===== config.mk =====
export PLATFORM = sky130hd
export DESIGN_NAME = mm_output_stage
export DESIGN_NICKNAME = d
export VERILOG_FILES = /design/src/rtl/mm_pkg.sv /design/src/rtl/mm_output_stage.sv
export VERILOG_INCLUDE_DIRS = /design/src /design/src/include
export SDC_FILE = /design/constraint.sdc
export NUM_CORES = 1
export LEC_CHECK = 0
export ABC_CLOCK_PERIOD_IN_PS = 5600
export BUFFER_PORTS_ARGS = -buffer_cell sky130_fd_sc_hd__buf_4
export CAP_MARGIN = 20
export CORE_AREA = 2 2 147 221
export DETAILED_ROUTE_END_ITERATION = 7
export DIE_AREA = 0 0 149 223
export PLACE_DENSITY = 0.57
export SLEW_MARGIN = 5
export SYNTH_ARGS = -nofsm -noshare
export SYNTH_HDL_FRONTEND = slang
export SYNTH_SLANG_ARGS = --single-unit

===== constraint.sdc =====
create_clock -name clk -period 5.6 [get_ports clk]
set_clock_uncertainty 0.15 [all_clocks]
set_input_delay 0.28 -clock clk [delete_from_list [all_inputs] [get_ports clk]]
set_output_delay 0.28 -clock clk [all_outputs]
set_load 0.02 [all_outputs]

===== src/include/mm_consts.svh =====
`ifndef MM_CONSTS_SVH
`define MM_CONSTS_SVH

// vector shape
`define MM_LANES 4
`define MM_ELEM_W 16

// memory address widths
`define MM_ADDR_W 11
`define MM_WADDR_W 13
`define MM_BADDR_W 9

// loop counter widths
`define MM_CNT_W 8
`define MM_NODE_W 16

// address-valid to data-valid, all read ports
`define MM_MEM_LAT 2

`endif


===== src/rtl/mm_pkg.sv =====
`include "mm_consts.svh"

package mm_pkg;

   typedef logic signed [`MM_ELEM_W-1:0] elem_t;

   typedef elem_t [`MM_LANES-1:0] vec_t;

   // row i is the input lane, column j the output lane
   typedef vec_t [`MM_LANES-1:0] wblock_t;

   typedef struct packed {
      logic [`MM_ADDR_W-1:0]  input_start;
      logic [`MM_WADDR_W-1:0] weight_start;
      logic [`MM_BADDR_W-1:0] bias_start;
      logic [`MM_ADDR_W-1:0]  output_start;
      logic [`MM_CNT_W-1:0]   ci_count;
      logic [`MM_CNT_W-1:0]   co_count;
      logic [`MM_NODE_W-1:0]  node_count;
      logic                   bias_en;
      logic                   relu_en;
   } mm_cfg_t;

   typedef struct packed {
      logic last_ci;
      logic last_job;
   } beat_tag_t;

   // sized for the widest port, narrower ports zero-extend
   typedef struct packed {
      logic [`MM_WADDR_W-1:0] addr;
      logic                   valid;
   } rd_req_t;

   typedef struct packed {
      vec_t data;
      logic valid;
   } vec_rsp_t;

   typedef struct packed {
      wblock_t data;
      logic    valid;
   } wblock_rsp_t;

endpackage


===== src/rtl/mm_output_stage.sv =====
`timescale 1ns/10ps
`include "mm_consts.svh"

module mm_output_stage (
   input  logic                  clk,
   input  logic                  rstn,
   input  mm_pkg::mm_cfg_t       cfg,
   input  mm_pkg::vec_t          prod,
   input  logic                  prod_valid,
   input  mm_pkg::beat_tag_t     tag,
   input  mm_pkg::vec_t          bias_vec,
   output logic                  out_valid,
   output logic [`MM_ADDR_W-1:0] out_addr,
   output mm_pkg::vec_t          out_data,
   output logic                  done
);

   mm_pkg::vec_t acc_q;
   mm_pkg::vec_t sum_d;
   mm_pkg::vec_t res_d;
   logic         first_q;
   logic         last_q;
   logic         emit;

   assign emit = prod_valid && tag.last_ci;

   always_comb begin
      for (int j = 0; j < `MM_LANES; j++) begin
         sum_d[j] = acc_q[j] + prod[j];
         res_d[j] = sum_d[j] + bias_vec[j];
         // relu per lane
         if (cfg.relu_en && res_d[j][`MM_ELEM_W-1]) begin
            res_d[j] = '0;
         end
      end
   end

   always_ff @(posedge clk or negedge rstn) begin
      if (!rstn) begin
         acc_q     <= '0;
         out_valid <= 1'b0;
         out_addr  <= '0;
         first_q   <= 1'b1;
         last_q    <= 1'b0;
         done      <= 1'b0;
      end else begin
         out_valid <= emit;
         last_q    <= prod_valid && tag.last_job;
         done      <= last_q;
         if (emit) begin
            acc_q    <= '0;
            out_addr <= first_q ? cfg.output_start : out_addr + 1'b1;
            // next output after the last one opens a new job
            first_q  <= tag.last_job;
         end else if (prod_valid) begin
            acc_q <= sum_d;
         end
      end
   end

   always_ff @(posedge clk) begin
      if (emit) begin
         out_data <= res_d;
      end
   end

endmodule


==> qor.txt <==
PWR
-------------------------------------------------------------------------------------
Highest ir drop seen on vdd ............................................       313 µV
Leakage ................................................................   0.00625 µW
Pwr Density ............................................................   645 mW/mm²

DETAILED ROUTING
-------------------------------------------------------------------------------------
Detailed-route via count ...............................................         9491
Routed wirelength normalized by instance count .........................      18.6 µm
Total iterations of the first detailed-routing run .....................            4
Via/cell ratio .........................................................         5.40
DRT antenna net count ..................................................            0
Total detailed-routing wirelength ......................................      32.7 mm
Drc violations .........................................................            0
DRC violation total after the first TritonRoute iteration ..............          453

FLOORPLAN
-------------------------------------------------------------------------------------
Starting Density .......................................................        34.6%
Core outline area ......................................................   0.0314 mm²
Row cnt ................................................................           80
Die W ..................................................................       149 µm
Overall die height .....................................................       223 µm
Number of top-level pins ...............................................          288
Full die area ..........................................................   0.0332 mm²

PLACED DESIGN
-------------------------------------------------------------------------------------
Final weighted congestion in routability-driven placement ..............        0.887
Standard cell area after detailed placement ............................   0.0130 mm²
Half-perimeter wire length after detailed placement ....................      25.1 mm
# port buffers .........................................................          221

STA
-------------------------------------------------------------------------------------
Maximum clock frequency ................................................      202 MHz
Count of pins over their slew limit ....................................            0
Final critical delay including setup and external delays ...............      4.95 ns
RSZ-0062 raised after global routing ...................................           no
Hold Worst Slack .......................................................    0.0360 ns
Setup total negative slack .............................................         0 ns
Setup violations, final ................................................            0
Endpoints failing hold .................................................            0
Worst slew margin relative to its limit ................................        37.9%
Transition at the pin with the smallest max-transition slack ...........     0.907 ns
Final period util ......................................................        88.4%

WORST SETUP PATH
-------------------------------------------------------------------------------------
CP Launch Point ........................................................    acc_q[32]
Critical Path AT .......................................................      5.00 ns
CP max-delay cell ......................................................      xnor3_1
Crit Path Class ........................................................   reg -> reg
Crit path max fanout ...................................................           15
List of cells traversed by the critical path ........................... ha_1 -> fa_1 -> a21o_1 -> a21oi_1 -> nor2_1 -> o21a_1 -> o41a_1 -> xor2_1 -> ha_1 -> a21oi_1 -> o221ai_1 -> a21oi_1 -> o31ai_1 -> xnor3_1 -> nand2_1 -> and2_1
Number of buffer and inverter instances along the worst setup path .....            0
Critical path launch point type ........................................         flop
CP max stage delay .....................................................      0.72 ns
Family with the most delay on the worst path ........................... compound AO/OA/AOI/OAI gates
Startpoint of the lowest-slack register-to-register path ...............    acc_q[32]
Critical path capture point type .......................................         flop
Cell mode on critical path .............................................      a21oi_1
CP Data Required Time ..................................................      5.65 ns

FLOW RUN
-------------------------------------------------------------------------------------
Max Cap Viol ...........................................................            0

CLOCK TREE
-------------------------------------------------------------------------------------
Clock root buffer master ...............................................    clkbuf_16
TritonCTS clock tree ...................................................        built
Clk pin slew, worst setup/hold paths ...................................      0.07 ns
Worst skew pair latency ................................................      0.45 ns
Post-CTS resize count ..................................................            0
Number of clock buffers inserted by TritonCTS ..........................           17
Htree depth ............................................................            4
Buffers from clock root to sink, at most ...............................            2
Number of sinks handled by clock tree synthesis ........................          143

YOSYS
-------------------------------------------------------------------------------------
Average footprint of a synthesized cell ................................     9.89 µm²
Number of library cell types mapped by synthesis .......................           65
Net count of the mapped netlist ........................................         1444
Post-synth EDFFs .......................................................           64
Leading post-synthesis cells by cell area .............................. dfrtp_1 18%, edfxtp_1 18%, ha_1 14%
Synthesis warning total ................................................            0
Register area share after synthesis ....................................        35.9%
Area share of the leading cell type in the synthesized netlist .........        17.9%
Flops & latches, synth .................................................          143
Post-synthesis cell type with the largest combined area ................      dfrtp_1
Ys flop type ...........................................................      dfrtp_1
Async set-or-reset flop fraction in the synthesized netlist ............        55.2%
Cell area after synthesis ..............................................   0.0109 mm²
Synth Instances ........................................................         1100

MIN PATH
-------------------------------------------------------------------------------------
Startpoint of the lowest-slack hold path ...............................      cfg[36]
Type of the tightest min-delay check ...................................    in -> reg

LAYOUT
-------------------------------------------------------------------------------------
Layout cells sized above 1 .............................................        21.3%
Fill cells .............................................................         3091
Final nets .............................................................         1677
Synthesis-to-finish area growth ........................................        25.9%
Commonest non-fill, non-tap cells in the layout ........................ 230 x buf_4, 144 x a21oi_1, 125 x ha_1
Antenna diode instance count ...........................................            0
Final Util .............................................................        43.6%
Post-Layout Inst Area ..................................................   0.0137 mm²
Most frequent standard cell in the layout excluding fill and tap cells .        buf_4

GRT
-------------------------------------------------------------------------------------
Via count of the first global-routing pass .............................        10056
First-pass GRT wire length .............................................      51.7 mm
Total routing resource utilization after global routing ................        20.1%
Total gr overflow ......................................................            0
Pin count of the biggest net entering global routing ...................           59
Number of antenna violations at the first check in global routing ......            0

STATUS
-------------------------------------------------------------------------------------
Outcome ................................................................    completed

## report_power, final
group	internal (µW)	leakage (µW)	total (µW)	switching (µW)
combinational	2450	0.00435	5740	3290
sequential	1740	0.00163	1960	225
clock	629	0.000277	1120	491
## flip-flops by register name, indices dropped and copies added, names as in the netlist
signal / flops
first_q: 1
acc_q: 64
last_q: 1
out_addr: 11
out_data: 64
out_valid: 1
done: 1
## worst reg2reg max path: stages (launching register included)
cell      delay (ns)
dfrtp_1         0.38
ha_1            0.23
fa_1            0.41
a21o_1          0.17
a21oi_1         0.29
nor2_1          0.07
o21a_1          0.19
o41a_1          0.32
xor2_1          0.21
ha_1            0.32
a21oi_1         0.29
o221ai_1        0.15
a21oi_1         0.33
o31ai_1         0.16
xnor3_1         0.72
nand2_1         0.13
and2_1          0.19
## stage by stage
step | worst slack [ns] | total power, µW | cells
floorplan | 1.34 | 6190 | 1100
global placement | 0.515 | 7610 | 1711
detailed placement | 0.535 | 7680 | 1711
CTS | 0.560 | 8870 | 1755
global route | 0.265 | 9620 | 1756
finish | 0.651 | 8830 | 1756
## final timing paths
path	to	cells after the start	slack [ns]
worst max-delay path	out_data[33]	16	0.65
worst min register to register	done	0	0.20
max in group asynchronous	acc_q[2]	3	4.05
worst max register to register	out_data[33]	16	0.65
min in group asynchronous	acc_q[34]	2	0.18
worst min-delay path	out_addr[2]	3	0.04
## cell usage after synthesis, types with 3 or more instances
library cell,n
xnor2_1,55
a2111oi_0,4
a21boi_0,8
nor2_1,58
a22o_1,52
mux2i_1,3
o21a_1,7
edfxtp_1,64
a31oi_1,8
o221ai_1,3
a31o_2,13
o21bai_1,9
nor3b_1,3
inv_1,21
xor2_1,49
nor2b_1,19
and3_1,9
nand3_1,18
a221oi_1,4
o31ai_1,8
nand4_1,8
o211ai_1,11
and2_1,17
ha_1,125
nor3_1,16
clkbuf_1,22
o41a_1,3
fa_1,8
a21o_1,49
o21ai_0,73
nand2b_1,11
nand2_1,45
a221o_1,3
nor4_1,5
dfrtp_1,78
a211o_1,3
a211oi_1,24
or3_1,4
a21oi_1,144
## metal layers
| metal | up-vias | wire length, µm | track usage [%] |
|---|---|---|---|
| li1 | 4678 | - | - |
| met5 | - | 0 | 0 |
| met4 | 0 | 1200 | 8.69 |
| met2 | 211 | 17800 | 38.1 |
| met1 | 4542 | 12200 | 21.1 |
| met3 | 60 | 1460 | 4.03 |
## kinds of logic (layout without fill, tap and decap cells)
kind of cell / after synthesis / in the layout / share of synthesized area [%]
XOR/XNOR: 106 / 106 / 8.79
buffers and inverters: 50 / 296 / 1.89
AO/OA/AOI/OAI: 443 / 443 / 27.0
flip-flops: 143 / 143 / 35.9
AND/OR/NAND/NOR: 220 / 220 / 10.1
adder cells (fa/ha/maj): 133 / 133 / 15.8
multiplexers: 5 / 5 / 0.483
## final cells by class
class / instances / area (µm²) / area share (%)
clock buffers: 21 / 492 / 3.59
flip-flops and latches: 143 / 3900 / 28.5
multi-input cells: 907 / 6780 / 49.5
repair buffers: 242 / 1850 / 13.5
clock inverters: 11 / 78.8 / 0.576
inverters: 22 / 83.8 / 0.612
well taps: 410 / 513 / 3.75
## what timing repair did
action                    in CTS  in global routing
hold endpoints to repair      46                  0
hold buffers                  12                  0
buffers inserted               0                  0
(Power assumes the default switching activity.)
