## src/include/mm_consts.svh

```systemverilog
`ifndef MM_CONSTS_SVH
`define MM_CONSTS_SVH

// vector shape
`define MM_LANES 4
`define MM_ELEM_W 16

// memory address widths
`define MM_ADDR_W 11
`define MM_WADDR_W 13
`define MM_BADDR_W 9

// loop counter widths
`define MM_CNT_W 8
`define MM_NODE_W 16

// address-valid to data-valid, all read ports
`define MM_MEM_LAT 2

`endif

```

## src/rtl/mm_pkg.sv

```systemverilog
`include "mm_consts.svh"

package mm_pkg;

   typedef logic signed [`MM_ELEM_W-1:0] elem_t;

   typedef elem_t [`MM_LANES-1:0] vec_t;

   // row i is the input lane, column j the output lane
   typedef vec_t [`MM_LANES-1:0] wblock_t;

   typedef struct packed {
      logic [`MM_ADDR_W-1:0]  input_start;
      logic [`MM_WADDR_W-1:0] weight_start;
      logic [`MM_BADDR_W-1:0] bias_start;
      logic [`MM_ADDR_W-1:0]  output_start;
      logic [`MM_CNT_W-1:0]   ci_count;
      logic [`MM_CNT_W-1:0]   co_count;
      logic [`MM_NODE_W-1:0]  node_count;
      logic                   bias_en;
      logic                   relu_en;
   } mm_cfg_t;

   typedef struct packed {
      logic last_ci;
      logic last_job;
   } beat_tag_t;

   // sized for the widest port, narrower ports zero-extend
   typedef struct packed {
      logic [`MM_WADDR_W-1:0] addr;
      logic                   valid;
   } rd_req_t;

   typedef struct packed {
      vec_t data;
      logic valid;
   } vec_rsp_t;

   typedef struct packed {
      wblock_t data;
      logic    valid;
   } wblock_rsp_t;

endpackage

```

## src/rtl/mm_mac_array.sv

```systemverilog
`timescale 1ns/10ps
`include "mm_consts.svh"

module mm_mac_array (
   input  logic                clk,
   input  logic                rstn,
   input  mm_pkg::vec_rsp_t    input_rsp,
   input  mm_pkg::wblock_rsp_t weight_rsp,
   output mm_pkg::vec_t        prod,
   output logic                prod_valid
);

   mm_pkg::vec_t prod_d;

   // y[j] = sum over i of x[i]*w[i][j], wraps to element width
   always_comb begin
      prod_d = '0;
      for (int j = 0; j < `MM_LANES; j++) begin
         for (int i = 0; i < `MM_LANES; i++) begin
            prod_d[j] = prod_d[j] + input_rsp.data[i] * weight_rsp.data[i][j];
         end
      end
   end

   always_ff @(posedge clk or negedge rstn) begin
      if (!rstn) begin
         prod_valid <= 1'b0;
      end else begin
         prod_valid <= input_rsp.valid;
      end
   end

   always_ff @(posedge clk) begin
      if (input_rsp.valid) begin
         prod <= prod_d;
      end
   end

endmodule

```

## config.mk

```make
export PLATFORM = sky130hd
export DESIGN_NAME = mm_mac_array
export DESIGN_NICKNAME = d
export VERILOG_FILES = /design/src/rtl/mm_pkg.sv /design/src/rtl/mm_mac_array.sv
export VERILOG_INCLUDE_DIRS = /design/src /design/src/include
export SDC_FILE = /design/constraint.sdc
export NUM_CORES = 2
export LEC_CHECK = 0
export ABC_AREA = 1
export ABC_CLOCK_PERIOD_IN_PS = 1050
export BUFFER_PORTS_ARGS = -buffer_cell sky130_fd_sc_hd__buf_4
export CAP_MARGIN = 25
export CORE_ASPECT_RATIO = 0.7
export CORE_UTILIZATION = 65
export DETAILED_ROUTE_END_ITERATION = 12
export PLACE_DENSITY_LB_ADDON = 0.1
export SETUP_SLACK_MARGIN = 0.2
export SYNTH_ARGS = -nofsm -noshare
export SYNTH_HDL_FRONTEND = slang
export SYNTH_SLANG_ARGS = --single-unit
```

## constraint.sdc

```tcl
create_clock -name clk -period 1.05 [get_ports clk]
set_input_delay 0.1575 -clock clk [delete_from_list [all_inputs] [get_ports clk]]
set_output_delay 0.1575 -clock clk [all_outputs]
set_load 0.02 [all_outputs]
```

==> impl_metrics.prom <==
# TYPE chip_impl_metric gauge
chip_impl_info{name="outcome",value="complete, but fails checks"} 1
chip_impl_info{name="violations",value="negative setup slack"} 1
chip_impl_info{name="synth_common_cells",value="inv_1, nand2_1, fa_1, ha_1, clkbuf_1"} 1
chip_impl_metric{name="detailedPlacementHpwl",unit="um"} 204000
chip_impl_metric{name="synth_fa_ha_area_frac",unit=""} 0.561
chip_impl_metric{name="drcViolationCount",unit=""} 0
chip_impl_metric{name="h-tree-depth",unit=""} 3
chip_impl_metric{name="postSynthRegisterBits",unit=""} 65
chip_impl_metric{name="share_of_the_synthesized_area_in_compound_gates_ao_oa_aoi_oai",unit=""} 0.00500
chip_impl_info{name="critical_path.most_common_cell",value="fa_1"} 1
chip_impl_metric{name="via_count_of_the_first_global_routing_pass",unit=""} 68600
chip_impl_metric{name="drt.antenna.violating_nets",unit=""} 0
chip_impl_metric{name="muxShareOfSynthArea",unit=""} 0
chip_impl_info{name="ys.flop_type",value="edfxtp_1"} 1
chip_impl_metric{name="gp_congestion",unit=""} 1.01
chip_impl_metric{name="track_usage",unit=""} 0.427
chip_impl_info{name="synth_top_cells_by_area",value="fa_1, inv_1, nand2_1, ha_1, edfxtp_1"} 1
chip_impl_metric{name="post-place-cells",unit=""} 12300
chip_impl_info{name="worst_setup_path_start_kind",value="input port"} 1
chip_impl_metric{name="arrival",unit="ns"} 7.26
chip_impl_metric{name="synth_cell_types",unit=""} 36
chip_impl_metric{name="drt_initial_violations",unit=""} 5748
chip_impl_metric{name="worstPathBufferInverterCount",unit=""} 10
chip_impl_info{name="cts_tree",value="yes"} 1
chip_impl_metric{name="drive_gt1_frac",unit=""} 0.181
chip_impl_metric{name="setup_viol",unit=""} 129
chip_impl_metric{name="timing_max_transition_violations_final",unit=""} 0
chip_impl_info{name="criticalPathCategory",value="in -> reg"} 1
chip_impl_info{name="min_path_type",value="in -> async"} 1
chip_impl_metric{name="period_minus_slack",unit="ns"} 7.05
chip_impl_metric{name="drt_pass1_iterations",unit=""} 9
chip_impl_metric{name="finalNetCount",unit=""} 13600
chip_impl_info{name="synth_top_area_cell",value="fa_1"} 1
chip_impl_metric{name="worst_path_largest_cell_delay",unit="ns"} 0.56
chip_impl_metric{name="drv_cap",unit=""} 0
chip_impl_metric{name="share_of_synthesized_flip_flops_with_an_asynchronous_set_or_reset",unit=""} 0.0154
chip_impl_metric{name="syn_to_final_growth",unit="%"} 21.4
chip_impl_metric{name="gr-usage-met3",unit=""} 0.0888
chip_impl_metric{name="largest_net_degree_at_the_start_of_global_routing",unit=""} 34
chip_impl_metric{name="fp.dieArea",unit="sq mm"} 0.115
chip_impl_metric{name="num_vias",unit=""} 64200
chip_impl_metric{name="post_synth_and_or_nand_nor_area_fraction",unit=""} 0.168
chip_impl_metric{name="synth_enable_flop_cells",unit=""} 64
chip_impl_info{name="globalRoute.busiestLayer",value="met2"} 1
chip_impl_metric{name="proportion_of_netlist_area_held_by_the_largest_area_contributor",unit=""} 0.423
chip_impl_metric{name="use_met1",unit=""} 0.524
chip_impl_metric{name="cell_count_final_fillers_out",unit=""} 12400
chip_impl_metric{name="relative_slew_margins",unit=""} 0.690
chip_impl_metric{name="worst-path-max-fanout",unit=""} 6
chip_impl_metric{name="wl_per_cell",unit="um"} 19.4
chip_impl_metric{name="wirelength",unit="um"} 241000
chip_impl_metric{name="tightest_slew",unit="ns"} 0.461
chip_impl_metric{name="netlist_area_before_placement",unit="sq mm"} 0.0739
chip_impl_metric{name="hold_ws",unit="ns"} 0.0463
chip_impl_metric{name="max-clock-path-buffers",unit=""} 2
chip_impl_metric{name="grt_remaining_overflow",unit=""} 0
chip_impl_metric{name="post_drt_via_cell_ratio",unit=""} 5.17
chip_impl_metric{name="finalInstanceArea",unit="sq mm"} 0.0897
chip_impl_metric{name="die_w",unit="um"} 405
chip_impl_metric{name="yosys.area_share.xor_xnor",unit=""} 0.0382
chip_impl_metric{name="smallest_setup_slack_after_layout",unit="ns"} -6.00
chip_impl_info{name="timing.critical_path.max_delay_family",value="adder cells"} 1
chip_impl_metric{name="grt_first_pass_wirelength",unit="um"} 370000
chip_impl_info{name="end_kind",value="register"} 1
chip_impl_metric{name="numCtsBuffers",unit=""} 9
chip_impl_metric{name="placement.setup.worst_slack",unit="ns"} -6.52
chip_impl_info{name="crit_slowest_cell",value="fa_1"} 1
chip_impl_metric{name="met2_usage",unit=""} 0.682
chip_impl_metric{name="max_freq",unit="MHz"} 142
chip_impl_metric{name="synthesis.yosys.warnings",unit=""} 0
chip_impl_metric{name="area.sequential",unit="sq mm"} 0.00195
chip_impl_metric{name="worst-endpoint-required",unit="ns"} 1.26
chip_impl_metric{name="min_period_over_period",unit=""} 6.72
chip_impl_metric{name="syn-instance-count",unit=""} 9895
chip_impl_metric{name="cts.sinks",unit=""} 65
chip_impl_metric{name="layout.filler_cells",unit=""} 7752
chip_impl_metric{name="numPortBuffers",unit=""} 387
chip_impl_info{name="yosys.cell_count.top_type",value="inv_1"} 1
chip_impl_metric{name="synth.yosys.seq_area_share",unit=""} 0.0264
chip_impl_metric{name="area_taken_by_multi_input_logic_gates",unit="sq mm"} 0.0599
chip_impl_info{name="cts-root-buf",value="clkbuf_16"} 1
chip_impl_metric{name="synthesis.nets",unit=""} 12600
chip_impl_info{name="largest_family_of_logic_cells_by_synthesized_area",value="adder cells"} 1
chip_impl_metric{name="synth_area_per_cell",unit="sq um"} 7.46
chip_impl_metric{name="worst_setup_hold_path_clk_slew",unit="ns"} 0.07
chip_impl_metric{name="num_io_pins",unit=""} 389
chip_impl_info{name="rsz_0062_raised_after_global_routing",value="true"} 1
chip_impl_metric{name="core_region_area",unit="sq mm"} 0.113
chip_impl_metric{name="finalHoldViolations",unit=""} 0
chip_impl_metric{name="place_area",unit="sq mm"} 0.0848
chip_impl_metric{name="initial_core_util",unit=""} 0.655
chip_impl_metric{name="standard_cell_row_count",unit=""} 103
chip_impl_metric{name="chipHeight",unit="um"} 284
chip_impl_metric{name="antenna_violations_before_repair",unit=""} 28
[logic make-up (layout without fill, tap and decap cells)]
group | after synthesis | count (layout)
AO/OA/AOI/OAI | 69 | 69
adder cells (fa/ha/maj) | 2376 | 2376
XOR/XNOR | 310 | 310
other | 0 | 23
AND/OR/NAND/NOR | 3165 | 3165
buffers and inverters | 3910 | 4871
flip-flops | 65 | 65
[cell type report]
| type | instances | share of cell area |
|---|---|---|
| well taps | 1522 | 0.0212 |
| diodes | 23 | 0.000642 |
| flip-flops and latches | 65 | 0.0217 |
| inverters | 3510 | 0.147 |
| multi-input cells | 5920 | 0.668 |
| clock inverters | 6 | 0.000488 |
| clock buffers | 10 | 0.00255 |
| repair buffers | 1345 | 0.138 |
[metrics by stage]
step	setup TNS [ns]	util
after global routing	-302.12	0.795
final	-294.03	0.795
after CTS	-289.11	0.780
after floorplan	-284.97	-
after global placement	-316.89	0.752
after detailed placement	-320.05	0.752
[sequential cells by signal (all words and copies together), names as in the netlist]
signal and cells:
prod 64, prod_valid 1
[layer usage]
layer  up-vias  wire (um)
li1      29000          -
met4         8      19800
met3       826      23700
met5         -         55
met2      3126     111000
met1     31200      86300
[layout by cell type (no fill, tap or decap), types with 3 or more instances in the layout]
cell type and count:
ha_4 142, buf_12 86, o21ai_2 11, nand2_4 31, diode_2 23, inv_2 172, nand2_1 2779, nor2_2 5
buf_8 22, xor2_2 14, buf_6 190, ha_1 672, xnor2_2 13, nand3_1 194, buf_4 1029, fa_1 1467
bufbuf_16 4, inv_4 5, inv_1 3333, buf_16 12, edfxtp_1 64, nand2_2 60, nand4_1 7, fa_2 93
xor2_1 137, clkbuf_16 10, or2_2 5, or2_1 8, o21ai_4 3, a21oi_4 8, xnor2_1 143, clkinvlp_4 4
a21oi_1 11, a21oi_2 23, nand2b_1 5, nor2_1 20, nand3b_1 41
[final timing paths]
kind | slack (ns) | start | endpoint | cells after the start
max | -6.00 | input_rsp[52] | prod[30]$_DFFE_PP_ | 30
min | 0.05 | rstn | prod_valid$_DFF_PN0_ | 2
min in group clk | 0.24 | input_rsp[0] | prod[24]$_DFFE_PP_ | 2
max in group asynchronous | 0.92 | rstn | prod_valid$_DFF_PN0_ | 2
[what timing repair did]
action | CTS | global route
resized for setup | 479 | 359
setup buffers | 66 | 30
endpoints found under the hold margin | 1 | 0
pin swaps | 175 | 216
hold buffers | 1 | 0
setup endpoints to repair | 129 | 129
cloned | 10 | 2
Power is left out: the tool's default activity adds up to more than one toggle a clock period on the data nets, which glitch-free logic cannot reach.
