$ cat src/include/mm_consts.svh
`ifndef MM_CONSTS_SVH
`define MM_CONSTS_SVH

// vector shape
`define MM_LANES 4
`define MM_ELEM_W 16

// memory address widths
`define MM_ADDR_W 11
`define MM_WADDR_W 13
`define MM_BADDR_W 9

// loop counter widths
`define MM_CNT_W 8
`define MM_NODE_W 16

// address-valid to data-valid, all read ports
`define MM_MEM_LAT 2

`endif

$ cat src/rtl/mm_pkg.sv
`include "mm_consts.svh"

package mm_pkg;

   typedef logic signed [`MM_ELEM_W-1:0] elem_t;

   typedef elem_t [`MM_LANES-1:0] vec_t;

   // row i is the input lane, column j the output lane
   typedef vec_t [`MM_LANES-1:0] wblock_t;

   typedef struct packed {
      logic [`MM_ADDR_W-1:0]  input_start;
      logic [`MM_WADDR_W-1:0] weight_start;
      logic [`MM_BADDR_W-1:0] bias_start;
      logic [`MM_ADDR_W-1:0]  output_start;
      logic [`MM_CNT_W-1:0]   ci_count;
      logic [`MM_CNT_W-1:0]   co_count;
      logic [`MM_NODE_W-1:0]  node_count;
      logic                   bias_en;
      logic                   relu_en;
   } mm_cfg_t;

   typedef struct packed {
      logic last_ci;
      logic last_job;
   } beat_tag_t;

   // sized for the widest port, narrower ports zero-extend
   typedef struct packed {
      logic [`MM_WADDR_W-1:0] addr;
      logic                   valid;
   } rd_req_t;

   typedef struct packed {
      vec_t data;
      logic valid;
   } vec_rsp_t;

   typedef struct packed {
      wblock_t data;
      logic    valid;
   } wblock_rsp_t;

endpackage

$ cat src/rtl/mm_bias_fetch.sv
`timescale 1ns/10ps
`include "mm_consts.svh"

module mm_bias_fetch (
   input  logic             clk,
   input  logic             rstn,
   input  mm_pkg::vec_rsp_t bias_rsp,
   output mm_pkg::vec_t     bias_vec
);

   mm_pkg::vec_t bias_d;

   // only last-ci beats of bias jobs request bias,
   // so every other cycle contributes zero
   always_comb begin
      bias_d = '0;
      if (bias_rsp.valid) begin
         for (int j = 0; j < `MM_LANES; j++) begin
            bias_d[j] = bias_rsp.data[j];
         end
      end
   end

   ///////////////////////////////////////////////////////////////////////
   // one register stage, lines up with the mac output
   ///////////////////////////////////////////////////////////////////////

   always_ff @(posedge clk or negedge rstn) begin
      if (!rstn) begin
         bias_vec <= '0;
      end else begin
         bias_vec <= bias_d;
      end
   end

endmodule

$ cat config.mk
export PLATFORM = sky130hd
export DESIGN_NAME = mm_bias_fetch
export DESIGN_NICKNAME = d
export VERILOG_FILES = /design/src/rtl/mm_pkg.sv /design/src/rtl/mm_bias_fetch.sv
export VERILOG_INCLUDE_DIRS = /design/src /design/src/include
export SDC_FILE = /design/constraint.sdc
export NUM_CORES = 1
export LEC_CHECK = 0
export BUFFER_PORTS_ARGS = -buffer_cell sky130_fd_sc_hd__buf_2
export CELL_PAD_IN_SITES_DETAIL_PLACEMENT = 0
export CELL_PAD_IN_SITES_GLOBAL_PLACEMENT = 1
export CORE_ASPECT_RATIO = 1.1
export CORE_MARGIN = 2
export CORE_UTILIZATION = 29
export DETAILED_ROUTE_END_ITERATION = 8
export HOLD_SLACK_MARGIN = 0.02
export MAX_ROUTING_LAYER = met4
export PLACE_DENSITY_LB_ADDON = 0.1
export SETUP_SLACK_MARGIN = 0.5
export SLEW_MARGIN = 30
export SYNTH_ARGS = -nofsm -noshare
export SYNTH_HDL_FRONTEND = slang
export SYNTH_SLANG_ARGS = --single-unit
$ cat constraint.sdc
create_clock -name clk -period 0.8 [get_ports clk]
set_input_delay 0.16 -clock clk [delete_from_list [all_inputs] [get_ports clk]]
set_output_delay 0.16 -clock clk [all_outputs]
set_load 0.05 [all_outputs]
==> results of run 1 <==
[routing by layer]
layer | wire length (µm) | vias to the layer above | global-route usage, %
li1 | - | 708 | -
met1 | 2075 | 732 | 17.40
met2 | 2664 | 80 | 21.88
met3 | 455 | 7 | 5.560
met4 | 61 | 0 | 6.746
met5 | 0 | - | -
[stage by stage]
step	hold WS, ns	utilization [%]	setup WS [ns]	cell area [µm²]
5_1_grt	-0.1977	56.92	-0.2970	4011
6_report	-0.1900	56.92	-0.2603	4011
4_1_cts	-0.2028	56.64	-0.2796	3991
3_5_place_dp	0.1669	43.80	0.04151	3087
3_3_place_gp	0.1724	43.80	0.04084	3087
2_1_floorplan	-0.1356	-	0.1553	2392
[worst min-delay path by stage]
stage               startpoint           to  slack, ns
detailed placement        rstn  bias_vec[3]       0.17
global placement          rstn  bias_vec[3]       0.17
floorplan                 rstn  bias_vec[0]      -0.14
global route              rstn  bias_vec[4]      -0.20
CTS                       rstn  bias_vec[1]      -0.20
finish                    rstn  bias_vec[1]      -0.19
[where the power goes]
group	total [mW]	internal, mW	switching (mW)
Sequential	3.51	3.43	0.0789
Clock	3.04	1.83	1.21
Combinational	1.73	0.824	0.907
Total	8.28	6.09	2.19
[cell usage in the layout (no fill, tap or decap)]
cell type   count
buf_2          65
and2_4         64
dfrtp_2        64
buf_6          64
clkbuf_8       10
buf_16          8
buf_12          8
clkinvlp_4      2
bufinv_16       2
clkinv_2        1
clkbuf_1        1
buf_8           1
[cells by family (layout without fill, tap and decap cells)]
logic type / after synthesis / in the layout / synth area share (%)
buffers and inverters: 6 / 162 / 1.422
flip-flops: 64 / 64 / 75.83
AND/OR/NAND/NOR: 64 / 64 / 22.75
[area by class of cell]
type,count,area [µm²],area share (%)
clock buffer,11,141.4,3.525
clock inverter,5,80.08,1.996
multi-input combinational,64,560.5,13.97
sequential,64,1682,41.92
tap,85,106.4,2.651
timing repair buffer,146,1441,35.93
[repair_timing]
item / 4_1_cts / 5_1_grt
pin swaps: 16 / 19
gates cloned: 7 / 0
gates resized for setup: 142 / 0
endpoints found under the hold margin: 64 / 64
buffers inserted: 3 / 1
endpoints found under the setup margin: 127 / 116
==> qor.yml, run 1 <==
synthesis:
  synth.distinct_cells: 3
  synth_edf_count: 0
  syn_nets: 201
  yosysWarnings: 0
  yosysTopAreaCell: "dfrtp_1"
  syn_area_um2: 2112
  synth_commonest_cells: "and2_2, dfrtp_1, clkbuf_2"
  synthArstFlopShare_pct: 100.0
  synth_top_cells_by_area: "dfrtp_1, and2_2, clkbuf_2"
  yosysSeqAreaShare_pct: 75.83
  synth_area_per_cell_um2: 15.76
  synth_top_area_share_pct: 75.83
  synth_seq_cells: 64
  ys.flop_type: "dfrtp_1"
  syn_inst: 134
sta:
  setup_viol: 64
  period_needed_ns: 1.060
  setup-tns-final_ns: -15.46
  worst_slew_pin_slew_ns: 0.2004
  timing.hold.ws_ns: -0.1900
  fin_crit_sh_pct: 132.5
  rsz0062_at_grt: "true"
  finalHoldViolCount: 64
  final.setup.worst_slack_ns: -0.2603
  relSlewSlack_pct: 86.64
  finalMaxSlewViolations: 0
  fmax_ghz: 0.9431
floorplan:
  rows: 32
  die_h_um: 93.51
  core_um2: 7047
  ios: 131
  start_util_pct: 29.97
  dieWidth_um: 85.37
  die_area_um2: 7983
clock_network:
  cts_buffers: 9
  clkTransAtPathRegs_ns: 0.07
  cts_sinks: 64
  cts-root-buf: "clkbuf_8"
  cts-htree-levels: 3
  clockBufferDepth: 2
  tritoncts: "yes"
min_path:
  hold_class: "in2async"
finish:
  final_cell_count_no_fill: 375
  fillers: 579
  nets: 352
  syn2layout_area_growth_pct: 89.93
  antennaDiodeCount: 0
  largest_register_ff_count: 64
  top_regs: "bias_vec (64)"
  final_layout_size_suffix_gt1_share_pct: 99.66
  regMostFlops: "bias_vec"
setup_path:
  end_kind: "output pin"
  crit_family: "flip-flops"
  path_buf_inv: 1
  cpPeakStageDelay_ns: 0.42
  cp-startpoint: "bias_vec[62]"
  worstSetupPathType: "reg2out"
  crit_chain: "buf_6"
  critPathArrivalTime_ns: 0.90
  critPathRequiredTime_ns: 0.64
  crit_path_start_kind: "flip-flop"
  path_depth: 1
  path_max_fanout: 1
  crit_end: "bias_vec[62]"
  critPathSlowestCell: "dfrtp_2"
detailed_routing:
  dr.pass1.iters: 2
  drt_iter0_markers: 35
  avgViaCountPerCell: 4.072
  drc_errors: 0
  avgRoutedWirePerCell_um: 14.02
  vias: 1527
  detail-route-antenna-nets: 0
  wl_mm: 5.257
power:
  vdd_drop_max_mv: 1.433
  p_per_area_nw_per_um2: 2064
  leakagePower_nw: 1.966
  finalPower_mw: 8.278
status:
  outcome: "finished with violations"
  violations: "negative hold slack, negative setup slack"
place:
  place_hpwl_mm: 3.423
  gp_congestion: 0.6870
  dp_cells: 348
  port_buffers: 130
grt:
  first_global_vias: 1597
  grt_overflow: 0
  grtUsageTotal_pct: 14.59
  grt_max_degree: 37
  grt_pass1_wl_mm: 8.224
  grt_antenna_before_repair: 0
flow_run:
  cap_violations: 0
No activity file was read; power rests on OpenSTA's default activity.
==> run 2, diff against run 1 <==
CORE_UTILIZATION = 32   (was 29)
GPL_ROUTABILITY_DRIVEN = 0   (was unset)
clock period = 1.2 ns   (was 0.8 ns; I/O delays follow)
==> qor.yml, run 2 (same netlist as run 1, synthesis figures left out) <==
floorplan:
  core_um2: 6477  # was 7047 µm²
  ios: 131  # unchanged
  dieWidth_um: 81.46  # was 85.37 µm
  die_h_um: 89.21  # was 93.51 µm
  rows: 31  # was 32
  start_util_pct: 32.61  # was 29.97%
  die_area_um2: 7267  # was 7983 µm²
sta:
  fmax_ghz: 0.8875
  rsz0062_at_grt: "true"  # unchanged
  setup_viol: 0  # was 64
  period_needed_ns: 1.127
  timing.hold.ws_ns: -0.1053  # was -0.1900 ns
  finalMaxSlewViolations: 0  # unchanged
  finalHoldViolCount: 64  # unchanged
  fin_crit_sh_pct: 93.89
  relSlewSlack_pct: 70.34  # was 86.64%
  worst_slew_pin_slew_ns: 0.4448  # was 0.2004 ns
  final.setup.worst_slack_ns: 0.07328  # was -0.2603 ns
finish:
  final_cell_count_no_fill: 358  # was 375
  syn2layout_area_growth_pct: 68.19  # was 89.93%
  final_cell_mix: "buf_2, and2_2, dfrtp_2, buf_6, clkbuf_8"  # was buf_2, and2_4, dfrtp_2, buf_6, clkbuf_8
  largest_register_ff_count: 64  # unchanged
  layout_commonest_cell: "buf_2"  # unchanged
  final_layout_size_suffix_gt1_share_pct: 100.0  # was 99.66%
  post-route-util_pct: 54.84  # was 56.92%
  antennaDiodeCount: 0  # unchanged
  top_regs: "bias_vec (64)"  # unchanged
  nets: 338  # was 352
  regMostFlops: "bias_vec"  # unchanged
power:
  pwr-share-seq_pct: 45.6  # was 42.3%
  p_comb_share_pct: 18.1  # was 20.9%
  vdd_drop_max_mv: 0.7311  # was 1.433 mV
  p_sw_share_pct: 27.36  # was 26.49%
  internal_power_mw: 3.719  # was 6.085 mW
  leakagePower_nw: 1.722  # was 1.966 nW
  finalPower_mw: 5.119  # was 8.278 mW
  clockPowerShare_pct: 36.3  # was 36.7%
  p_sw_mw: 1.401  # was 2.193 mW
  p_per_area_nw_per_um2: 1441  # was 2064 nW/µm²
grt:
  grt_pass1_wl_mm: 6.927  # was 8.224 mm
  grt_overflow: 0  # unchanged
  first_global_vias: 1478  # was 1,597
  grt_max_degree: 65  # was 37
  grtUsageTotal_pct: 13.66  # was 14.59%
  grt_antenna_before_repair: 0  # unchanged
place:
  dp_cells: 342  # was 348
  port_buffers: 130  # unchanged
  place_hpwl_mm: 3.210  # was 3.423 mm
  dp_slack_ns: -0.07125  # was 0.04151 ns
clock_network:
  cts_buffers: 9  # unchanged
  cts-htree-levels: 3  # unchanged
  clockBufferDepth: 2  # unchanged
  tritoncts: "yes"  # unchanged
  clkTransAtPathRegs_ns: 0.07  # about the same
  cts_sinks: 64  # unchanged
  cts-root-buf: "clkbuf_8"  # unchanged
detailed_routing:
  vias: 1420  # was 1,527
  avgRoutedWirePerCell_um: 12.78  # was 14.02 µm
  drt_iter0_markers: 25  # was 35
  drc_errors: 0  # unchanged
  route.met2.wl_mm: 2.074  # was 2.664 mm
  wl_met3_um: 570  # was 455 µm
  top_layer_used: "met4"  # unchanged
  wl_mm: 4.577  # was 5.257 mm
  dr.pass1.iters: 2  # unchanged
  wl_met1_mm: 1.801  # was 2.075 mm
  avgViaCountPerCell: 3.966  # was 4.072
  detail-route-antenna-nets: 0  # unchanged
setup_path:
  end_kind: "output pin"  # unchanged
  critPathSlowestCell: "dfrtp_2"  # unchanged
  critPathRequiredTime_ns: 0.96  # was 0.64 ns
  crit_family: "flip-flops"  # unchanged
  path_buf_inv: 1  # unchanged
  path_max_fanout: 1  # unchanged
  critPathArrivalTime_ns: 0.89  # was 0.90 ns
  crit_chain: "buf_6"  # unchanged
  crit_path_start_kind: "flip-flop"  # unchanged
  cpPeakStageDelay_ns: 0.40  # was 0.42 ns
  worstSetupPathType: "reg2out"  # unchanged
min_path:
  hold_class: "in2async"  # unchanged
status:
  violations: "negative hold slack"  # was negative hold slack, negative setup slack
  outcome: "finished with violations"  # unchanged
flow_run:
  cap_violations: 0  # unchanged
run 2: cell count changes in the layout (fill, tap and decap cells not counted), sizes merged:
| cell | change |
|---|---|
| bufinv | -1 |
| clkinv | +1 |
| buf | -14 |
run 2: power groups by stage:
stage	clock, mW	combinational [mW]	sequential (mW)
floorplan	0	0.112	2.76
global placement	0	0.799	2.35
detailed placement	0	0.805	2.35
CTS	1.93	0.941	2.34
global route	2.03	0.982	2.34
finish	1.86	0.926	2.33
run 2: metal layers:
metal  vias to the layer above  track usage [%]
met5                         -                -
met1                       647            15.57
li1                        673                -
met3                        12            7.071
met4                         0            7.242
met2                        88            19.45
run 2: path summary, 6_finish.rpt:
| check | start | to | cells past startpoint |
|---|---|---|---|
| setup / recovery | bias_vec[51] | bias_vec[51] | 1 |
| hold / removal | rstn | bias_vec[28] | 2 |
| max in group asynchronous | rstn | bias_vec[30] | 2 |
| min in group clk | bias_rsp[61] | bias_vec[60] | 2 |
run 2: area by class of cell:
cell class | count | area [µm²]
fill | 566 | 2925
sequential | 64 | 1682
timing repair buffer | 132 | 1081
multi-input combinational | 64 | 480.5
clock buffer | 11 | 151.4
tap | 82 | 102.6
clock inverter | 5 | 55.05
run 2: per-stage QoR:
step,setup TNS [ns],cell area (µm²)
finish,0,3552
global route,0,3552
CTS,0,3552
detailed placement,-3.866,2943
global placement,-3.378,2943
floorplan,0,2192
run 2: what timing repair did:
action / in CTS / in global routing
pin swaps: 0 / 0
buffers inserted: 0 / 0
cloned: 0 / 0
gates resized for setup: 129 / 0
endpoints found under the hold margin: 64 / 64
endpoints found under the setup margin: 128 / 64
==> run 3, diff against run 2 <==
ABC_AREA = 1   (was unset)
CORE_UTILIZATION = 30   (was 32)
PLACE_DENSITY_LB_ADDON = 0.3   (was 0.1)
==> qor.yml, run 3 <==
status:
  outcome: "finished with violations"  # unchanged
  violations: "negative hold slack"  # unchanged
clock_network:
  cts-htree-levels: 3  # unchanged
  tritoncts: "yes"  # unchanged
  cts-root-buf: "clkbuf_8"  # unchanged
  postCtsSetupBuffers: 0  # unchanged
  cts_sinks: 64  # unchanged
  cts_buffers: 9  # unchanged
  clkTransAtPathRegs_ns: 0.07  # about the same
  clockBufferDepth: 2  # unchanged
synthesis:
  synth_commonest_cells: "dfrtp_1, inv_1, nand2_1, buf_6"  # was and2_2, dfrtp_1, clkbuf_2
  synth_area_per_cell_um2: 10.86  # was 15.76 µm²
  synth_compound_area_share_pct: 0  # unchanged
  yosysTopAreaCell: "dfrtp_1"  # unchanged
  muxShareOfSynthArea_pct: 0  # unchanged
  synth.distinct_cells: 4  # was 3
  syn_nets: 266  # was 201
  ys.flop_type: "dfrtp_1"  # unchanged
  synthAdderAreaFrac_pct: 0  # unchanged
  synth_top_family_by_area: "buffers and inverters"  # was simple AND/OR/NAND/NOR gates
  syn_inst: 199  # was 134
  synth_seq_cells: 64  # unchanged
  synth_edf_count: 0  # unchanged
  synth-simple-area-share_pct: 11.12  # was 22.75%
  synth_xor_area_share_pct: 0  # unchanged
  syn_area_um2: 2161  # was 2112 µm²
  synth_top_area_share_pct: 74.12  # was 75.83%
  synthArstFlopShare_pct: 100.0  # unchanged
  synth_top_cells_by_area: "dfrtp_1, inv_1, nand2_1"  # was dfrtp_1, and2_2, clkbuf_2
  yosysSeqAreaShare_pct: 74.12  # was 75.83%
  yosysWarnings: 0  # unchanged
sta:
  fmax_ghz: 0.8829  # was 0.8875 GHz
  relSlewSlack_pct: 72.26  # was 70.34%
  worst_slew_pin_slew_ns: 0.4161  # was 0.4448 ns
  finalMaxSlewViolations: 0  # unchanged
  finalHoldViolCount: 64  # unchanged
  fin_crit_sh_pct: 94.39  # was 93.89%
  period_needed_ns: 1.133  # was 1.127 ns
  rsz0062_at_grt: "true"  # unchanged
  setup-tns-final_ns: 0  # unchanged
  timing.hold.ws_ns: -0.07828  # was -0.1053 ns
  setup_viol: 0  # unchanged
setup_path:
  path_buf_inv: 1  # unchanged
  worstSetupPathType: "reg2out"  # unchanged
  end_kind: "output pin"  # unchanged
  crit_family: "flip-flops"  # unchanged
  crit_path_start_kind: "flip-flop"  # unchanged
  cpPeakStageDelay_ns: 0.41  # was 0.40 ns
  critPathRequiredTime_ns: 0.96  # about the same
  path_max_fanout: 1  # unchanged
  critPathSlowestCell: "dfrtp_2"  # unchanged
  critPathArrivalTime_ns: 0.89  # about the same
  crit_chain: "buf_6"  # unchanged
floorplan:
  ios: 131  # unchanged
  die_area_um2: 7898  # was 7267 µm²
  dieWidth_um: 84.92  # was 81.46 µm
  die_h_um: 93.01  # was 89.21 µm
  rows: 32  # was 31
  core_um2: 7007  # was 6477 µm²
  start_util_pct: 30.84  # was 32.61%
detailed_routing:
  vias: 1611  # was 1,420
  drc_errors: 0  # unchanged
  avgRoutedWirePerCell_um: 10.99  # was 12.78 µm
  dr.pass1.iters: 4  # was 2
  wl_met3_um: 375  # was 570 µm
  wl_met1_mm: 1.738  # was 1.801 mm
  wl_mm: 4.670  # was 4.577 mm
  route.met2.wl_mm: 2.489  # was 2.074 mm
  top_layer_used: "met4"  # unchanged
  detail-route-antenna-nets: 0  # unchanged
  drt_iter0_markers: 65  # was 25
  avgViaCountPerCell: 3.791  # was 3.966
finish:
  stdcell_area_um2: 3542  # was 3552 µm²
  largest_register_ff_count: 64  # unchanged
  nets: 403  # was 338
  syn2layout_area_growth_pct: 63.93  # was 68.19%
  antennaDiodeCount: 0  # unchanged
  layout_commonest_cell: "buf_2"  # unchanged
  regMostFlops: "bias_vec"  # unchanged
  final_layout_size_suffix_gt1_share_pct: 61.76  # was 100.0%
  top_regs: "bias_vec (64)"  # unchanged
  final_cell_count_no_fill: 425  # was 358
  post-route-util_pct: 50.55  # was 54.84%
  final_cell_mix: "buf_2, nand2_1, inv_1, dfrtp_2, buf_6"  # was buf_2, and2_2, dfrtp_2, buf_6, clkbuf_8
place:
  place_hpwl_mm: 3.185  # was 3.210 mm
  port_buffers: 130  # unchanged
  placed_area_um2: 2954  # was 2943 µm²
  dp_cells: 410  # was 342
grt:
  grt_pass1_wl_mm: 7.307  # was 6.927 mm
  grt_antenna_before_repair: 0  # unchanged
  grt_max_degree: 65  # unchanged
  first_global_vias: 1623  # was 1,478
  grtUsageTotal_pct: 12.63  # was 13.66%
  grt_overflow: 0  # unchanged
power:
  clockPowerShare_pct: 35.1  # was 36.3%
  p_sw_share_pct: 28.05  # was 27.36%
  p_comb_share_pct: 18.4  # was 18.1%
  p_sw_mw: 1.411  # was 1.401 mW
  vdd_drop_max_mv: 0.6405  # was 0.7311 mV
  pwr-share-seq_pct: 46.5  # was 45.6%
  internal_power_mw: 3.620  # was 3.719 mW
  leakagePower_nw: 2.142  # was 1.722 nW
  p_per_area_nw_per_um2: 1420  # was 1441 nW/µm²
flow_run:
  cap_violations: 0  # unchanged
min_path:
  hold_class: "in2async"  # unchanged
-- run 3: metal layers --
| layer | GRT usage (%) | vias to the layer above |
|---|---|---|
| met2 | 20.41 | 68 |
| li1 | - | 804 |
| met5 | - | - |
| met1 | 12.80 | 734 |
| met4 | 7.540 | 0 |
| met3 | 5.296 | 5 |
-- run 3: power by group through the flow --
stage	sequential, mW	clock, mW	combinational [mW]
final	2.34	1.77	0.927
after detailed placement	2.35	0	0.801
after floorplan	2.76	0	0.122
after CTS	2.34	1.85	0.937
after global routing	2.35	1.92	0.989
after global placement	2.35	0	0.795
-- run 3: stage by stage --
stage,setup WS [ns],power (mW)
after floorplan,0.4753,2.883
after global placement,0.3673,3.142
after detailed placement,0.3517,3.150
after CTS,0.04528,5.122
after global routing,0.03176,5.256
final,0.06736,5.031
-- run 3: what timing repair did --
item | in CTS | in global routing
resized for setup | 128 | 0
setup endpoints to repair | 64 | 64
endpoints found under the hold margin | 64 | 64
-- run 3: kinds of logic (layout without fill, tap and decap cells) --
| family | after synthesis | count (layout) |
|---|---|---|
| buffers and inverters | 71 | 212 |
| DFF | 64 | 64 |
| and+or+nand+nor | 64 | 64 |
-- run 3: path summary, 6_finish.rpt --
kind,startpoint,endpoint,slack [ns],depth (start not counted)
max in group asynchronous,rstn,bias_vec[50],0.92,2
worst max-delay path,bias_vec[9],bias_vec[9],0.07,1
worst min-delay path,rstn,bias_vec[4],-0.08,2
min in group clk,bias_rsp[1],bias_vec[0],0.09,3
-- run 3: area by class of cell --
| type | instances | area [µm²] |
|---|---|---|
| clock inverters | 3 | 42.54 |
| fillers | 653 | 3465 |
| multi-input cells | 64 | 240.2 |
| flip-flops and latches | 64 | 1682 |
| clock buffers | 12 | 145.1 |
| repair buffers | 133 | 1086 |
| inverters | 64 | 240.2 |
| well taps | 85 | 106.4 |
